==> config.mk <==
export PLATFORM = sky130hd
export DESIGN_NAME = btb_cfg_regs
export DESIGN_NICKNAME = d
export VERILOG_FILES = /design/src/btb_pkg.sv /design/src/btb_cfg_regs.sv
export VERILOG_INCLUDE_DIRS = /design/src
export SDC_FILE = /design/constraint.sdc
export NUM_CORES = 1
export LEC_CHECK = 0
export ABC_AREA = 1
export BUFFER_PORTS_ARGS = -buffer_cell sky130_fd_sc_hd__buf_2
export CORE_MARGIN = 2
export CORE_UTILIZATION = 45
export CTS_CLUSTER_SIZE = 10
export DETAILED_ROUTE_END_ITERATION = 7
export PLACE_DENSITY = 0.67
export SYNTH_ARGS = -nofsm -noshare
export SYNTH_HDL_FRONTEND = slang
export SYNTH_SLANG_ARGS = --single-unit
==> constraint.sdc <==
create_clock -name forever_cpuclk -period 1.86 [get_ports forever_cpuclk]
set_clock_uncertainty 0.15 [all_clocks]
set_input_delay 0 -clock forever_cpuclk [delete_from_list [all_inputs] [get_ports forever_cpuclk]]
set_output_delay 0 -clock forever_cpuclk [all_outputs]
set_load 0.03 [all_outputs]
==> src/btb_config.svh <==
// BTB size macros: sets, index, tag and target widths, ways, update credits
`ifndef BTB_CONFIG_SVH
`define BTB_CONFIG_SVH

// 512 sets, index from PC[10:2]
`define BTB_SETS 512
`define BTB_IDX_W 9

// Partial tag from PC[17:11]
`define BTB_TAG_W 7

// Stored target replaces PC[15:2]
`define BTB_TGT_W 14

`define BTB_WAYS 4

// Update queue depth, also the sender's credit count
`define BTB_UPD_CREDITS 2

`endif

==> src/btb_pkg.sv <==
// BTB shared types: stored way and set, lookup, update and config structs, FSM and address enums
`default_nettype none
`include "btb_config.svh"

package btb_pkg;

  // One stored way, 22 bits
  typedef struct packed {
    logic                  valid;
    logic [`BTB_TAG_W-1:0] tag;
    logic [`BTB_TGT_W-1:0] target;
  } btb_way_t;

  // Whole set, way 0 in the low bits
  typedef struct packed {
    btb_way_t [`BTB_WAYS-1:0] way;
  } btb_set_t;

  typedef struct packed {
    logic        valid;
    logic [31:0] pc;
  } btb_lookup_req_t;

  typedef struct packed {
    logic                        valid;
    logic                        hit;
    logic [$clog2(`BTB_WAYS)-1:0] way;
    logic [31:0]                 target_pc;
  } btb_lookup_rsp_t;

  typedef struct packed {
    logic                  valid;
    logic [31:0]           pc;
    logic [`BTB_TGT_W-1:0] target;
  } btb_update_t;

  typedef struct packed {
    logic       valid;
    logic       write;
    logic [1:0] addr;
    logic       data;
  } btb_cfg_req_t;

  typedef struct packed {
    logic        valid;
    logic [15:0] rdata;
  } btb_cfg_rsp_t;

  typedef enum logic [1:0] {IDLE, UPD_READ, UPD_WRITE, FLUSH} btb_state_e;

  // Config register map
  typedef enum logic [1:0] {
    CFG_ENABLE = 2'd0,
    CFG_FLUSH  = 2'd1,
    CFG_HITCNT = 2'd2
  } btb_cfg_addr_e;

endpackage

`default_nettype wire

==> src/btb_cfg_regs.sv <==
// BTB config registers: enable, flush command and busy, saturating hit counter
`timescale 1ns/1ps
`default_nettype none
`include "btb_config.svh"

module btb_cfg_regs
  import btb_pkg::*;
(
  input  wire logic         forever_cpuclk,
  input  wire logic         rst_n,
  input  wire btb_cfg_req_t cfg_req,
  output btb_cfg_rsp_t      cfg_rsp,
  output logic              btb_en,
  output logic              flush_req,
  input  wire logic         flush_busy,
  input  wire logic         hit_pulse
);

  btb_cfg_addr_e addr;
  logic          wr_en;
  logic [15:0]   hit_cnt;
  logic [15:0]   rd_mux;

  assign addr  = btb_cfg_addr_e'(cfg_req.addr);
  assign wr_en = cfg_req.valid && cfg_req.write;

  // Read mux, unmapped address reads zero
  always_comb begin
    rd_mux = '0;
    case (addr)
      CFG_ENABLE: rd_mux = 16'(btb_en);
      // Flush command in flight also reads busy
      CFG_FLUSH:  rd_mux = 16'(flush_busy || flush_req);
      CFG_HITCNT: rd_mux = hit_cnt;
      default:    rd_mux = '0;
    endcase
  end

  always_ff @(posedge forever_cpuclk) begin
    if (!rst_n) begin
      btb_en    <= 1'b0;
      flush_req <= 1'b0;
      hit_cnt   <= '0;
      cfg_rsp   <= '0;
    end else begin
      if (wr_en && (addr == CFG_ENABLE)) begin
        btb_en <= cfg_req.data;
      end
      // One-cycle flush command
      flush_req <= wr_en && (addr == CFG_FLUSH) && cfg_req.data;
      // Saturates at all ones
      if (hit_pulse && !(&hit_cnt)) begin
        hit_cnt <= hit_cnt + 1'b1;
      end
      cfg_rsp.valid <= cfg_req.valid;
      cfg_rsp.rdata <= rd_mux;
    end
  end

endmodule

`default_nettype wire

==> results of run 1 <==
## cells in the final DEF (no fill, tap or decap), types with 2 or more instances in the layout
cell type	Yosys	layout
nor2_4	3	3
buf_4	0	2
a21oi_1	8	8
dlygate4sd3_1	0	10
o21ai_0	2	2
inv_1	17	17
nand3_1	9	9
buf_2	2	27
nor3_1	4	3
nand4_1	3	3
clkbuf_4	0	5
nor2_2	9	9
nand2_1	62	62
nand2_2	3	3
dfxtp_1	35	35
nor2_1	49	49
## worst max-delay path: stages, from the launching register on
cell	delay, ps
dfxtp_1	430
ha_1	220
nand2_2	80
nor2_4	170
nand2_1	100
nor2_1	240
nand3_1	100
nand2_1	80
nor2_1	40
## final cells by class
| class | instances | area [sq um] | share of cell area |
|---|---|---|---|
| well taps | 46 | 57.56 | 0.03083 |
| inverters | 18 | 67.56 | 0.03619 |
| flip-flops and latches | 35 | 700.7 | 0.3753 |
| clock inverters | 1 | 5.005 | 0.002681 |
| repair buffers | 39 | 250.2 | 0.1340 |
| clock buffers | 6 | 51.30 | 0.02748 |
| multi-input cells | 158 | 734.5 | 0.3934 |
## flip-flops by register name, summed over array words and instances (netlist names)
name / flops
flush_req: 1
hit_cnt: 16
cfg_rsp: 17
btb_en: 1
## per-layer routing
layer | part of all wire | up-vias | wire length, um | track usage
met5 | 0 | - | 0 | 0
met4 | 0.020 | 0 | 60 | 0.06383
met3 | 0.032 | 6 | 98 | 0.06418
met2 | 0.47 | 30 | 1441 | 0.3036
met1 | 0.48 | 609 | 1474 | 0.2360
li1 | - | 746 | - | -
## stage by stage
step	hold WS [ps]	cells	util	setup slack, ps	total power [mW]
final	289.4	303	0.5684	168.2	1.264
after global routing	318.7	303	0.5684	29.59	1.326
after floorplan	-56.55	215	-	312.4	0.8296
after global placement	65.20	286	0.5192	244.4	0.8537
after detailed placement	73.04	286	0.5192	177.5	0.8554
after CTS	257.0	305	0.5730	20.02	1.277
## worst max path at each step
stage                             end  cells past startpoint
final                     hit_cnt[14]                      8
after global routing      hit_cnt[12]                      7
after CTS                   flush_req                      6
after detailed placement  hit_cnt[13]                      8
after global placement    hit_cnt[13]                      8
after floorplan           hit_cnt[13]                      8
## power breakdown
part	leakage, nW	internal (mW)	switching (mW)
combinational	0.536	0.0374	0.0537
clock	0.0341	0.175	0.234
sequential	0.283	0.757	0.00709
total	0.853	0.969	0.295
## cells by family after synthesis
logic type | share of synthesized area
buffers and inverters | 0.05614
DFF | 0.4624
adders and majority gates | 0.008256
and+or+nand+nor | 0.4310
AOI/OAI and AO/OA | 0.04212
## timing repair
item,in CTS,in global routing
setup buffers,0,0
endpoints found under the hold margin,19,0
gates resized for setup,0,1
setup endpoints to repair,0,2
hold buffers,12,0
==> results.txt, run 1 <==
DP HPWL -> 2.161 mm
Reg2Reg Depth -> 8
Hold path cells -> 4
Routed wire length -> 3.074 mm
Final net count -> 267
Row count -> 21
FF-to-FF Start -> hit_cnt[0]
FMAX -> 0.5911 GHz
Fill count -> 317
CTS tree -> done
CP Capture Type -> register
Total gr overflow -> 0
Crit path from -> hit_cnt[0]
Peak supply drop -> 0.0003778 V
Least-Margin Pin Slew -> 501.9 ps
Core area -> 3284 sq um
Gate Count Post-Synth -> 215
Post-route cell area -> 1867 sq um
Area leader, netlist -> dfxtp_1
Gr usage total -> 0.1887
Crit Path Category -> register to register
Worst reg2reg path endpoint -> hit_cnt[14]
Ranking of synthesized cells by area -> dfxtp_1, nand2_1, nor2_1, inv_1, nor2_2
Critical Path RT -> 1940 ps
TritonCTS sink count -> 35
Chip Height -> 62.03 um
Slew headroom -> 0.6650
Mapped cell area -> 1515 sq um
CTS clk-pin slew, worst paths -> 100 ps
Residual DRC count -> 0
Setup violators final -> 0
Status -> finished clean
Routed via count -> 1391
TritonCTS buffer count -> 5
Starting Density -> 0.4613
Post-route ant nets -> 0
Cell variety after synth -> 22
Pleak -> 0.8532 nW
Full die area -> 3847 sq um
Syn nets -> 225
Area growth from synthesis to layout -> 23.20%
GPL Wtd Cong -> 0.8255
Hold Path Class -> input port to register
# Max-Cap Violations -> 0
Synth Warn # -> 0
Max clock buf depth -> 2
Root buffer cell -> clkbuf_4
Hold_sp -> cfg_req[4]
Worst Setup Start Kind -> register
Final period util -> 0.9096
DR WL/cell -> 10.15 um
RSZ-0062 raised after global routing -> no
Diodes inserted -> 0
Critical Path Fanout Max -> 6
Pin count of the biggest net entering global routing -> 20
DP Area -> 1705 sq um
Top cells by count, synth -> nand2_1, nor2_1, dfxtp_1
Slew Limit Fails -> 0
WHS Endpoint -> cfg_rsp[16]
Ys async rst share -> 0
Fin crit period -> 1692 ps
EDFF count, synth -> 0
First-pass GRT wire length -> 5.306 mm
Number of global-route vias before repair -> 1245
Dominant synthesized flop cell -> dfxtp_1
Yosys reg bits -> 35
Post-Route Setup TNS -> 0 ps
# H-tree levels -> 2
Starting DRT DRC Count -> 56
R2r setup slk -> 170 ps
Endpoints failing hold -> 0
Pre-antenna DRT Iters -> 4
Number of top-level pins -> 28
Ratio of cells with drive above 1 in the final layout -> 0.2179
Pwr dens -> 677.3 nW/um^2
Clock Latency Late Sink -> 320 ps
Buffers on Ports -> 27
Most common cell in the netlist -> nand2_1
Seq/Total Area, Yosys -> 0.4624
Die Span X -> 62.03 um
Yosys top cell area share -> 0.4624
Worst EP arrival -> 1770 ps
Vias per cell -> 4.591
Initial antenna violation count -> 0
Avg Cell Area, Syn -> 7.047 sq um
No activity file was read; power rests on OpenSTA's default activity.
==> inputs of run 2 (changes only) <==
--- a/config.mk
+++ b/config.mk
@@ -7,12 +7,11 @@
 export NUM_CORES = 1
 export LEC_CHECK = 0
 export ABC_AREA = 1
-export BUFFER_PORTS_ARGS = -buffer_cell sky130_fd_sc_hd__buf_2
 export CORE_MARGIN = 2
 export CORE_UTILIZATION = 45
 export CTS_CLUSTER_SIZE = 10
 export DETAILED_ROUTE_END_ITERATION = 7
-export PLACE_DENSITY = 0.67
+export DONT_BUFFER_PORTS = 1
 export SYNTH_ARGS = -nofsm -noshare
 export SYNTH_HDL_FRONTEND = slang
 export SYNTH_SLANG_ARGS = --single-unit
==> run 2 against run 1 <==
  * Design area fell by 8.8%
  * Routed wire length shrank 3.2%
  * First-iteration DRC count up 32%
  * Combinational power decreased by 25%
  * Worst setup slack worse by 49 ps
  * Global-route usage fell by 1.3 points
  * Utilization shrank 5.0 points
  * Sequential share of layout area increased by 3.6 points
  * Hold slack got worse by 120 ps
  * Highest routed layer unchanged
==> results.txt, run 2 (synthesis results as in run 1) <==
CTS clk-pin slew, worst paths -> 100 ps (about the same)
Largest registers -> cfg_rsp x17, hit_cnt x16 (unchanged)
Pre-antenna DRT Iters -> 4 (unchanged)
Clock Latency Late Sink -> 320 ps (about the same)
Gr usage total -> 0.1762 (was 0.1887)
Post-CTS setup buffers -> 0 (unchanged)
CP peak stage delay -> 440 ps (was 430 ps)
Ratio of cells with drive above 1 in the final layout -> 0.1145 (was 0.2179)
Clk pwr share -> 0.326 (was 0.324)
Starting Density -> 0.4613 (unchanged)
Crit-path slowest cell -> dfxtp_1 (unchanged)
Area growth from synthesis to layout -> 12.30% (was 23.20%)
Vias per cell -> 4.791 (was 4.591)
TritonCTS buffer count -> 5 (unchanged)
Chip Height -> 62.03 um (unchanged)
Full die area -> 3847 sq um (unchanged)
Root buffer cell -> clkbuf_4 (unchanged)
Status -> finished clean (unchanged)
Buffers on Ports -> 0 (was 27)
Worst Setup Start Kind -> register (unchanged)
First-pass GRT wire length -> 4.816 mm (was 5.306 mm)
FMAX -> 0.5744 GHz (was 0.5911 GHz)
Final period util -> 0.9360 (was 0.9096)
Worst EP arrival -> 1820 ps (was 1770 ps)
Post-Route Setup TNS -> 0 ps (unchanged)
DP Area -> 1555 sq um (was 1705 sq um)
Initial antenna violation count -> 0 (unchanged)
Least-Margin Pin Slew -> 987.5 ps (was 501.9 ps)
Die Span X -> 62.03 um (unchanged)
Max reg flops -> 17 (unchanged)
Row count -> 21 (unchanged)
Post-route cell area -> 1702 sq um (was 1867 sq um)
Routed via count -> 1308 (was 1391)
Critical Path Fanout Max -> 6 (unchanged)
Final net count -> 237 (was 267)
DR WL/cell -> 10.90 um (was 10.15 um)
Total gr overflow -> 0 (unchanged)
Sequential Power Share -> 0.619 (was 0.604)
Max clock buf depth -> 2 (unchanged)
Util after Layout -> 0.5181 (was 0.5684)
# Max-Cap Violations -> 0 (unchanged)
Post-CTS sizing -> 0 (unchanged)
Number of global-route vias before repair -> 1157 (was 1245)
Residual DRC count -> 0 (unchanged)
Worst path cell trace -> ha_1 -> nand2_2 -> nor2_4 -> nand2_1 -> nor2_1 -> nand3_1 -> nand2_1 -> nor2_1 (unchanged)
Setup violators final -> 0 (unchanged)
CTS tree -> done (unchanged)
NetSw -> 288.1 uW (was 295.0 uW)
Endpoints failing hold -> 0 (unchanged)
RSZ-0062 raised after global routing -> yes (was no)
Peak supply drop -> 0.0004095 V (was 0.0003778 V)
Diodes inserted -> 0 (unchanged)
DP HPWL -> 2.043 mm (was 2.161 mm)
GPL Wtd Cong -> 0.8755 (was 0.8255)
Critical Path RT -> 1940 ps (about the same)
Post-route ant nets -> 0 (unchanged)
Number of top-level pins -> 28 (unchanged)
Sw frac -> 0.2309 (was 0.2333)
Commonest non-fill, non-tap cell in the layout -> nand2_1 (unchanged)
Area of the multi-input gates -> 729.5 sq um (was 734.5 sq um)
Fin crit period -> 1741 ps (was 1692 ps)
Starting DRT DRC Count -> 74 (was 56)
Pin count of the biggest net entering global routing -> 30 (was 20)
Hold Path Class -> input port to register (unchanged)
Slew Limit Fails -> 0 (unchanged)
Most frequent cells in the layout -> nand2_1, nor2_1, dfxtp_1, inv_1 (was nand2_1, nor2_1, dfxtp_1, buf_2, inv_1)
# H-tree levels -> 2 (unchanged)
CP Capture Type -> register (unchanged)
Largest register by flop count -> cfg_rsp (unchanged)
R2r setup slk -> 120 ps (was 170 ps)
TritonCTS sink count -> 35 (unchanged)
Core area -> 3284 sq um (unchanged)
WHS -> 172.9 ps (was 289.4 ps)
Reg area -> 700.7 sq um (unchanged)
Pwr dens -> 733.1 nW/um^2 (was 677.3 nW/um^2)
Pint -> 959.4 uW (was 969.4 uW)
Routed wire length -> 2.977 mm (was 3.074 mm)
Pleak -> 0.7044 nW (was 0.8532 nW)
Crit Path Category -> register to register (unchanged)
Slew headroom -> 0.3395 (was 0.6650)
Logic pwr share -> 0.055 (was 0.072)
Fill count -> 346 (was 317)
run 2: cell count changes in the layout (fill, tap and decap cells not counted):
cell	delta
nor3_1	+1
dlygate4sd3_1	-1
buf_4	-2
nor3_2	-1
buf_2	-27
run 2: per-stage QoR:
stage | instances | total power [mW] | setup slack [ps]
final | 273 | 1.248 | 119.1
after detailed placement | 257 | 0.8314 | 143.0
after global routing | 273 | 1.315 | -8.642
after CTS | 273 | 1.272 | 120.2
after global placement | 257 | 0.8288 | 249.7
after floorplan | 215 | 0.8296 | 312.4
run 2: final cells by class:
| cell class | count | area share |
|---|---|---|
| flip-flops and latches | 35 | 0.4118 |
| inverters | 18 | 0.03971 |
| clock inverters | 1 | 0.002941 |
| multi-input cells | 158 | 0.4287 |
| clock buffers | 6 | 0.03015 |
| well taps | 46 | 0.03382 |
| repair buffers | 9 | 0.05294 |
run 2: power by group through the flow:
| stage | Combinational (mW) | Sequential [mW] | Clock, mW |
|---|---|---|---|
| after detailed placement | 0.0418 | 0.790 | 0 |
| after CTS | 0.0686 | 0.772 | 0.431 |
| final | 0.0680 | 0.773 | 0.407 |
| after global placement | 0.0400 | 0.789 | 0 |
| after global routing | 0.0779 | 0.774 | 0.463 |
| after floorplan | 0.0420 | 0.788 | 0 |
run 2: critical path: cells and delay by family (launching register included):
kind	cells	cell delay, ps
AND/OR/NAND/NOR	7	820
flip-flops	1	440
adder cells (fa/ha/maj)	1	220
run 2: path summary, 6_finish.rpt:
kind	start	cells after the start	end
worst max-delay path	hit_cnt[0]	8	hit_cnt[14]
worst max register to register	hit_cnt[0]	8	hit_cnt[14]
worst min-delay path	rst_n	3	cfg_rsp[16]
worst min register to register	hit_cnt[9]	2	cfg_rsp[9]
run 2: metal layers:
| layer | global-route usage | vias to the layer above | share of wire |
|---|---|---|---|
| met5 | 0 | - | 0 |
| met4 | 0.07295 | 0 | 0.0097 |
| met3 | 0.07453 | 2 | 0.058 |
| met2 | 0.2946 | 36 | 0.49 |
| met1 | 0.1962 | 581 | 0.44 |
| li1 | - | 689 | - |
run 2: what timing repair did:
item | in CTS | in global routing
endpoints found under the hold margin | 35 | 0
endpoints found under the setup margin | 0 | 1
hold buffers | 9 | 0
