===== config.mk =====
export PLATFORM = sky130hd
export DESIGN_NAME = btb_ctrl
export DESIGN_NICKNAME = d
export VERILOG_FILES = /design/src/btb_pkg.sv /design/src/btb_ctrl.sv
export VERILOG_INCLUDE_DIRS = /design/src
export SDC_FILE = /design/constraint.sdc
export NUM_CORES = 1
export LEC_CHECK = 0
export BUFFER_PORTS_ARGS = -buffer_cell sky130_fd_sc_hd__buf_2
export CAP_MARGIN = 15
export CORE_ASPECT_RATIO = 1.4
export CORE_MARGIN = 8
export CORE_UTILIZATION = 36
export CTS_CLUSTER_DIAMETER = 150
export DETAILED_ROUTE_END_ITERATION = 7
export PLACE_DENSITY = 0.69
export REMOVE_ABC_BUFFERS = 1
export SLEW_MARGIN = 20
export SYNTH_ARGS = -nofsm -noshare
export SYNTH_HDL_FRONTEND = slang
export SYNTH_SLANG_ARGS = --single-unit

===== constraint.sdc =====
create_clock -name forever_cpuclk -period 3.4 [get_ports forever_cpuclk]
set_input_delay 0.68 -clock forever_cpuclk [delete_from_list [all_inputs] [get_ports forever_cpuclk]]
set_output_delay 0.68 -clock forever_cpuclk [all_outputs]
set_load 0.005 [all_outputs]

===== src/btb_config.svh =====
// BTB size macros: sets, index, tag and target widths, ways, update credits
`ifndef BTB_CONFIG_SVH
`define BTB_CONFIG_SVH

// 512 sets, index from PC[10:2]
`define BTB_SETS 512
`define BTB_IDX_W 9

// Partial tag from PC[17:11]
`define BTB_TAG_W 7

// Stored target replaces PC[15:2]
`define BTB_TGT_W 14

`define BTB_WAYS 4

// Update queue depth, also the sender's credit count
`define BTB_UPD_CREDITS 2

`endif


===== src/btb_pkg.sv =====
// BTB shared types: stored way and set, lookup, update and config structs, FSM and address enums
`default_nettype none
`include "btb_config.svh"

package btb_pkg;

  // One stored way, 22 bits
  typedef struct packed {
    logic                  valid;
    logic [`BTB_TAG_W-1:0] tag;
    logic [`BTB_TGT_W-1:0] target;
  } btb_way_t;

  // Whole set, way 0 in the low bits
  typedef struct packed {
    btb_way_t [`BTB_WAYS-1:0] way;
  } btb_set_t;

  typedef struct packed {
    logic        valid;
    logic [31:0] pc;
  } btb_lookup_req_t;

  typedef struct packed {
    logic                        valid;
    logic                        hit;
    logic [$clog2(`BTB_WAYS)-1:0] way;
    logic [31:0]                 target_pc;
  } btb_lookup_rsp_t;

  typedef struct packed {
    logic                  valid;
    logic [31:0]           pc;
    logic [`BTB_TGT_W-1:0] target;
  } btb_update_t;

  typedef struct packed {
    logic       valid;
    logic       write;
    logic [1:0] addr;
    logic       data;
  } btb_cfg_req_t;

  typedef struct packed {
    logic        valid;
    logic [15:0] rdata;
  } btb_cfg_rsp_t;

  typedef enum logic [1:0] {IDLE, UPD_READ, UPD_WRITE, FLUSH} btb_state_e;

  // Config register map
  typedef enum logic [1:0] {
    CFG_ENABLE = 2'd0,
    CFG_FLUSH  = 2'd1,
    CFG_HITCNT = 2'd2
  } btb_cfg_addr_e;

endpackage

`default_nettype wire


===== src/btb_ctrl.sv =====
// BTB controller: lookup compare, update queue, read-modify-write FSM, flush walk, credits
`timescale 1ns/1ps
`default_nettype none
`include "btb_config.svh"

module btb_ctrl
  import btb_pkg::*;
(
  input  wire logic                  forever_cpuclk,
  input  wire logic                  rst_n,
  input  wire btb_lookup_req_t       lookup_req,
  output btb_lookup_rsp_t            lookup_rsp,
  input  wire btb_update_t           update,
  output logic                       upd_credit,
  input  wire logic                  btb_en,
  input  wire logic                  flush_req,
  output logic                       flush_busy,
  output logic                       hit_pulse,
  output logic                       cen_b,
  output logic [`BTB_IDX_W-1:0]      index,
  output logic [`BTB_WAYS-1:0]       way_wen,
  output btb_set_t                   wdata,
  input  wire btb_set_t              rdata
);

  localparam int unsigned QD      = `BTB_UPD_CREDITS;
  localparam int unsigned QPW     = (QD > 1) ? $clog2(QD) : 1;
  localparam int unsigned WAY_W   = $clog2(`BTB_WAYS);
  localparam int unsigned TAG_LSB = `BTB_IDX_W + 2;
  localparam int unsigned TAG_MSB = TAG_LSB + `BTB_TAG_W - 1;

  btb_state_e            state;
  btb_state_e            state_nxt;
  btb_update_t           upd_q [QD];
  btb_update_t           upd_head;
  logic [QPW-1:0]        wr_ptr;
  logic [QPW-1:0]        rd_ptr;
  logic [QPW:0]          upd_cnt;
  logic                  upd_push;
  logic                  upd_pop;
  logic [`BTB_TAG_W-1:0] upd_tag;
  logic [`BTB_TAG_W-1:0] lkp_tag;
  logic [WAY_W-1:0]      rr_ptr;
  logic [WAY_W-1:0]      sel_way;
  logic [WAY_W-1:0]      hit_way;
  logic                  sel_by_rr;
  logic                  hit_any;
  logic                  flush_pend;
  logic                  flush_go;
  logic [`BTB_IDX_W-1:0] flush_idx;
  logic                  lkp_vld_q;
  logic                  lkp_ok_q;
  logic [31:0]           lkp_pc_q;
  btb_way_t              new_way;

  // Update queue head and tags
  assign upd_push = update.valid;
  assign upd_head = upd_q[rd_ptr];
  assign upd_tag  = upd_head.pc[TAG_MSB:TAG_LSB];
  assign lkp_tag  = lkp_pc_q[TAG_MSB:TAG_LSB];
  assign new_way  = '{valid: 1'b1, tag: upd_tag, target: upd_head.target};
  // A lookup in UPD_WRITE steals the port, so the write retries later
  assign upd_pop  = (state == UPD_WRITE) && !lookup_req.valid;
  assign flush_go = (state == IDLE) && (flush_req || flush_pend);

  always_comb begin
    state_nxt = state;
    unique case (state)
      IDLE: begin
        if (flush_go) begin
          state_nxt = FLUSH;
        end else if (!lookup_req.valid && (upd_cnt != '0)) begin
          state_nxt = UPD_READ;
        end
      end
      // Lookup pre-empts the set read
      UPD_READ:  state_nxt = lookup_req.valid ? IDLE : UPD_WRITE;
      UPD_WRITE: state_nxt = IDLE;
      FLUSH:     state_nxt = (&flush_idx) ? IDLE : FLUSH;
      default:   state_nxt = IDLE;
    endcase
  end

  // Victim is a tag match, else first invalid, else round robin
  always_comb begin
    sel_way   = rr_ptr;
    sel_by_rr = 1'b1;
    for (int w = `BTB_WAYS - 1; w >= 0; w--) begin
      if (!rdata.way[w].valid) begin
        sel_way   = WAY_W'(w);
        sel_by_rr = 1'b0;
      end
    end
    for (int w = `BTB_WAYS - 1; w >= 0; w--) begin
      if (rdata.way[w].valid && (rdata.way[w].tag == upd_tag)) begin
        sel_way   = WAY_W'(w);
        sel_by_rr = 1'b0;
      end
    end
  end

  // Lookup compare, lowest matching way wins
  always_comb begin
    hit_any = 1'b0;
    hit_way = '0;
    for (int w = `BTB_WAYS - 1; w >= 0; w--) begin
      if (rdata.way[w].valid && (rdata.way[w].tag == lkp_tag)) begin
        hit_any = 1'b1;
        hit_way = WAY_W'(w);
      end
    end
  end

  // SRAM port priority is flush, then lookup, then update read or write
  always_comb begin
    cen_b   = 1'b1;
    index   = upd_head.pc[TAG_LSB-1:2];
    way_wen = '1;
    for (int w = 0; w < `BTB_WAYS; w++) begin
      wdata.way[w] = new_way;
    end
    if (state == FLUSH) begin
      cen_b   = 1'b0;
      index   = flush_idx;
      way_wen = '0;
      wdata   = '0;
    end else if (lookup_req.valid) begin
      cen_b = 1'b0;
      index = lookup_req.pc[TAG_LSB-1:2];
    end else if (state == UPD_READ) begin
      cen_b = 1'b0;
    end else if (state == UPD_WRITE) begin
      cen_b   = 1'b0;
      way_wen = ~(`BTB_WAYS'(1) << sel_way);
    end
  end

  always_ff @(posedge forever_cpuclk) begin
    if (!rst_n) begin
      state      <= IDLE;
      wr_ptr     <= '0;
      rd_ptr     <= '0;
      upd_cnt    <= '0;
      rr_ptr     <= '0;
      flush_pend <= 1'b0;
      flush_idx  <= '0;
      lkp_vld_q  <= 1'b0;
      lkp_ok_q   <= 1'b0;
    end else begin
      state <= state_nxt;
      if (upd_push) begin
        wr_ptr <= (wr_ptr == QPW'(QD - 1)) ? '0 : wr_ptr + 1'b1;
      end
      if (upd_pop) begin
        rd_ptr <= (rd_ptr == QPW'(QD - 1)) ? '0 : rd_ptr + 1'b1;
      end
      upd_cnt <= upd_cnt + (QPW+1)'(upd_push) - (QPW+1)'(upd_pop);
      // Pointer only moves on a true replacement
      if (upd_pop && sel_by_rr) begin
        rr_ptr <= rr_ptr + 1'b1;
      end
      // Hold a flush request until IDLE
      flush_pend <= (flush_pend || flush_req) && !flush_go;
      // Wraps back to zero after the last set
      if (state == FLUSH) begin
        flush_idx <= flush_idx + 1'b1;
      end
      lkp_vld_q <= lookup_req.valid;
      // Enable and flush sampled with the request
      lkp_ok_q  <= btb_en && !flush_busy && !flush_req;
    end
  end

  // Queue payload and lookup PC
  always_ff @(posedge forever_cpuclk) begin
    if (upd_push) begin
      upd_q[wr_ptr] <= update;
    end
    if (lookup_req.valid) begin
      lkp_pc_q <= lookup_req.pc;
    end
  end

  assign lookup_rsp.valid     = lkp_vld_q;
  assign lookup_rsp.hit       = lkp_vld_q && lkp_ok_q && hit_any;
  assign lookup_rsp.way       = hit_way;
  assign lookup_rsp.target_pc = {lkp_pc_q[31:`BTB_TGT_W+2], rdata.way[hit_way].target, 2'b00};
  assign hit_pulse            = lookup_rsp.hit;
  assign upd_credit           = upd_pop;
  // Pending counts as busy so a config read never sees 0 too early
  assign flush_busy           = (state == FLUSH) || flush_pend;

  // Sender spends credits, so the queue is never full on a push
  a_no_overflow: assert property (@(posedge forever_cpuclk) disable iff (!rst_n)
    update.valid |-> (upd_cnt != (QPW+1)'(QD)));

  // Credit only from the write step right after a set read of a queued update
  a_credit_write: assert property (@(posedge forever_cpuclk) disable iff (!rst_n)
    upd_credit |-> ($past(state) == UPD_READ) && (upd_cnt != '0));

endmodule

`default_nettype wire


==> metrics.csv <==
stage,metric,value,unit
finish,share of post-route cells with drive strength above 1,0.4663,
finish,most frequent standard cell in the layout excluding fill and tap cells,sky130_fd_sc_hd__buf_2,
worst_setup_path,Worst Path Arrival,2.54,ns
placement,placed standard-cell area,0.007111,mm2
timing,setup repair after global routing missed its margin,no,
clock_network,clock root buffer,sky130_fd_sc_hd__clkbuf_16,
timing,hold violation count in the final report,0,
pwr,power density over the cells,502.5,mW/mm2
drt,mean number of vias per cell,4.757,
clock_network,maximum level of the CTS H-tree,3,
placement,detailed placement HPWL,13780,um
yosys,primary flip-flop cell chosen by synthesis mapping,sky130_fd_sc_hd__edfxtp_1,
finish,post-synthesis to final-layout area growth,26.67,%
finish,Final Net Count,932,
pwr,switching fraction of total power,0.3173,
clock_network,clock slew at reported path FFs,0.07,ns
finish,total non-filler cell area in the finished layout,0.007518,mm2
worst_setup_path,endpoint type of the worst setup path,output pin,
worst_hold_path,Tightest Hold Check Type,reg2reg,
die,number of I/O pins,313,
yosys,area of the mapped netlist,0.005936,mm2
die,die area,0.02091,mm2
global_routing,global-route wire length before repair,26810,um
timing,final max-slew violation count,0,
worst_setup_path,required time at the worst-slack endpoint,2.72,ns
die,die extent in x,124.5,um
die,area of the core,0.01617,mm2
drt,residual antenna-violating net count after detailed routing,0,
placement,weighted congestion at the end of routability-driven global placement,0.8784,
yosys,portion of the post-synthesis area used by sequential elements,0.4806,
global_routing,pin count of the biggest net entering global routing,48,
drt,number of remaining DRC errors,0,
drt,Routed wire per std cell,18.26,um
global_routing,vias in the first global route,5012,
drt,First DRT Iteration DRCs,185,
finish,most used cells in the layout excluding fill and tap cells,"sky130_fd_sc_hd__buf_2, sky130_fd_sc_hd__edfxtp_1, sky130_fd_sc_hd__mux2i_1",
pwr,part of the total power dissipated in the clock network,0.261,
pwr,portion of total power attributed to combinational logic,0.338,
finish,final antenna diode count,0,
pwr,internal power contribution,0.002579,W
clock_network,clock tree from TritonCTS,done,
global_routing,initial antenna violation count,2,
pwr,switching power of the nets,0.001199,W
timing,Max Clock Freq,0.3103,GHz
clock_network,"Hold-fix buffers, CTS",0,
yosys,average cell area after synthesis,11.28,um2
timing,fin worst setup slack,0.1769,ns
drt,count of vias placed by the detailed router,4548,
clock_network,clk sinks,102,
timing,final-layout worst hold slack,0.4606,ns
pwr,maximum VDD drop,0.2789,mV
global_routing,total routing usage reported by global routing,0.1610,
outcome,outcome,"complete, no violations",
placement,pre-CTS setup slack,-0.03539,ns
timing,final count of negative-setup-slack endpoints,0,
timing,transition time at the pin with the least slew margin,0.9523,ns
yosys,number of cells produced by synthesis,526,
timing,setup clock skew after layout,0.006543,ns
global_routing,global route total overflow,0,
timing,final worst path period need,3.223,ns
timing,share of the clock period used by the worst path,0.9480,
worst_setup_path,critical path type,reg2out,
pwr,total leakage power,3.095,nW
yosys,async set-reset flop share out of synthesis,0,
worst_hold_path,Worst Hold Path Cells,2,
worst_setup_path,Register-to-Register Path Depth,10,
drt,first-pass detailed-route iteration total,4,
pwr,share of total power in sequential cells,0.401,
yosys,"flops & latches, synth",102,
die,standard-cell rows,55,
worst_setup_path,largest fanout on the critical path,15,
placement,number of buffers added on ports,292,
die,height of the die,167.9,um
clock_network,deepest clock path buffer count,2,
yosys,"EDFF count, synth",81,
job,number of maximum-capacitance constraint violations,0,
worst_setup_path,critical path launch point type,flop,
drt,total wire length,17460,um
die,starting density of the core,0.3670,
yosys,number of warnings issued by yosys,0,
clock_network,"Clk Latency, worst-skew pair",0.34,ns
placement,# placed instances,936,
timing,worst slew slack as a fraction of its limit,0.3638,
clock_network,total clock buffers created by CTS,9,
finish,filler-free cell count of the finished design,956,
yosys,Cell variety after synth,37,
-- critical path, cell delays in order (launching register included) --
cell and delay (ns):
sky130_fd_sc_hd__edfxtp_1 0.52, sky130_fd_sc_hd__xor2_1 0.20, sky130_fd_sc_hd__nor4_2 0.31, sky130_fd_sc_hd__nand4_1 0.21, sky130_fd_sc_hd__nor2b_4 0.20, sky130_fd_sc_hd__nor3_4 0.22, sky130_fd_sc_hd__buf_12 0.19, sky130_fd_sc_hd__mux2i_1 0.20
sky130_fd_sc_hd__buf_2 0.14
-- cell families after synthesis --
group,after synthesis,share of synthesized area
multiplexers,76,0.1370
buffers and inverters,113,0.1296
flip-flops,102,0.4806
AND/OR/NAND/NOR,126,0.1065
other,1,0.0006318
adder cells (fa/ha/maj),8,0.01686
XOR/XNOR,64,0.09444
AO/OA/AOI/OAI,36,0.03436
-- synthesized netlist by cell type, drive strengths merged, types with 2 or more instances --
| master | number | share of area |
|---|---|---|
| buf | 93 | 0.12 |
| edfxtp | 81 | 0.41 |
| mux2i | 76 | 0.14 |
| xnor2 | 53 | 0.078 |
| nor2 | 44 | 0.028 |
| nand2 | 24 | 0.015 |
| dfxtp | 21 | 0.071 |
| nand4 | 13 | 0.014 |
| o21ai | 13 | 0.011 |
| a21oi | 12 | 0.010 |
| and2 | 12 | 0.013 |
| clkbuf | 11 | 0.0070 |
| xor2 | 11 | 0.016 |
| inv | 9 | 0.0057 |
| ha | 8 | 0.017 |
| nor4 | 8 | 0.0095 |
| nand3 | 6 | 0.0051 |
| nor2b | 6 | 0.0063 |
| a31oi | 5 | 0.0053 |
| a21boi | 3 | 0.0038 |
| nor3 | 3 | 0.0044 |
| or3 | 3 | 0.0032 |
| and3 | 2 | 0.0030 |
| nand2b | 2 | 0.0021 |
| nor3b | 2 | 0.0025 |
-- power by group through the flow --
stage | Combinational, W | Sequential, W | Clock, W
2_1_floorplan | 0.000589 | 0.00156 | 0
3_3_place_gp | 0.00126 | 0.00153 | 0
3_5_place_dp | 0.00128 | 0.00154 | 0
4_1_cts | 0.00129 | 0.00151 | 0.00103
5_1_grt | 0.00142 | 0.00153 | 0.00107
6_report | 0.00128 | 0.00151 | 0.000987
-- per-stage QoR --
step | TNS [ns] | power, W | util
after floorplan | -9.955 | 0.002146 | -
after global placement | -0.08954 | 0.002798 | 0.4397
after detailed placement | -0.1179 | 0.002820 | 0.4397
after CTS | 0 | 0.003831 | 0.4585
after global routing | 0 | 0.004016 | 0.4649
final | 0 | 0.003778 | 0.4649
-- registers in the layout, summed over array words and instances, names as in the netlist, named ones only --
signal,cells
lkp_pc_q,21
flush_pend,1
lkp_ok_q,1
lkp_vld_q,1
rr_ptr,2
upd_cnt,2
rd_ptr,1
upd_q,60
flush_idx,9
wr_ptr,1
state,2
-- path summary, 6_finish.rpt --
| path | slack, ns | endpoint | from |
|---|---|---|---|
| worst max-delay path | 0.18 | lookup_rsp[14] | lkp_pc_q[17] |
| worst min-delay path | 0.46 | rr_ptr[1] | rr_ptr[1] |
| worst max register to register | 0.99 | rr_ptr[1] | flop |
| worst min register to register | 0.46 | rr_ptr[1] | rr_ptr[1] |
-- timing repair --
action / 4_1_cts / 5_1_grt
pin swaps: 1 / 3
setup endpoints to repair: 17 / 18
resized for setup: 3 / 11
cloned: 1 / 0
setup buffers: 0 / 3
-- layout make-up --
type	instances	area [um2]
flip-flops and latches	102	2856
repair buffers	317	1703
inverters	9	33.78
fillers	1530	8653
clock buffers	10	229.0
well taps	199	249.0
multi-input cells	313	2391
clock inverters	6	56.30
-- routing by layer --
| metal | vias to the layer above | wire length (um) | track usage | share of wire |
|---|---|---|---|---|
| li1 | 2200 | - | - | - |
| met1 | 2090 | 6253 | 0.1523 | 0.36 |
| met2 | 232 | 9249 | 0.3082 | 0.53 |
| met3 | 22 | 1622 | 0.06851 | 0.093 |
| met4 | 4 | 303 | 0.04256 | 0.017 |
| met5 | - | 30 | 0 | 0.0017 |
(Power assumes the default switching activity.)
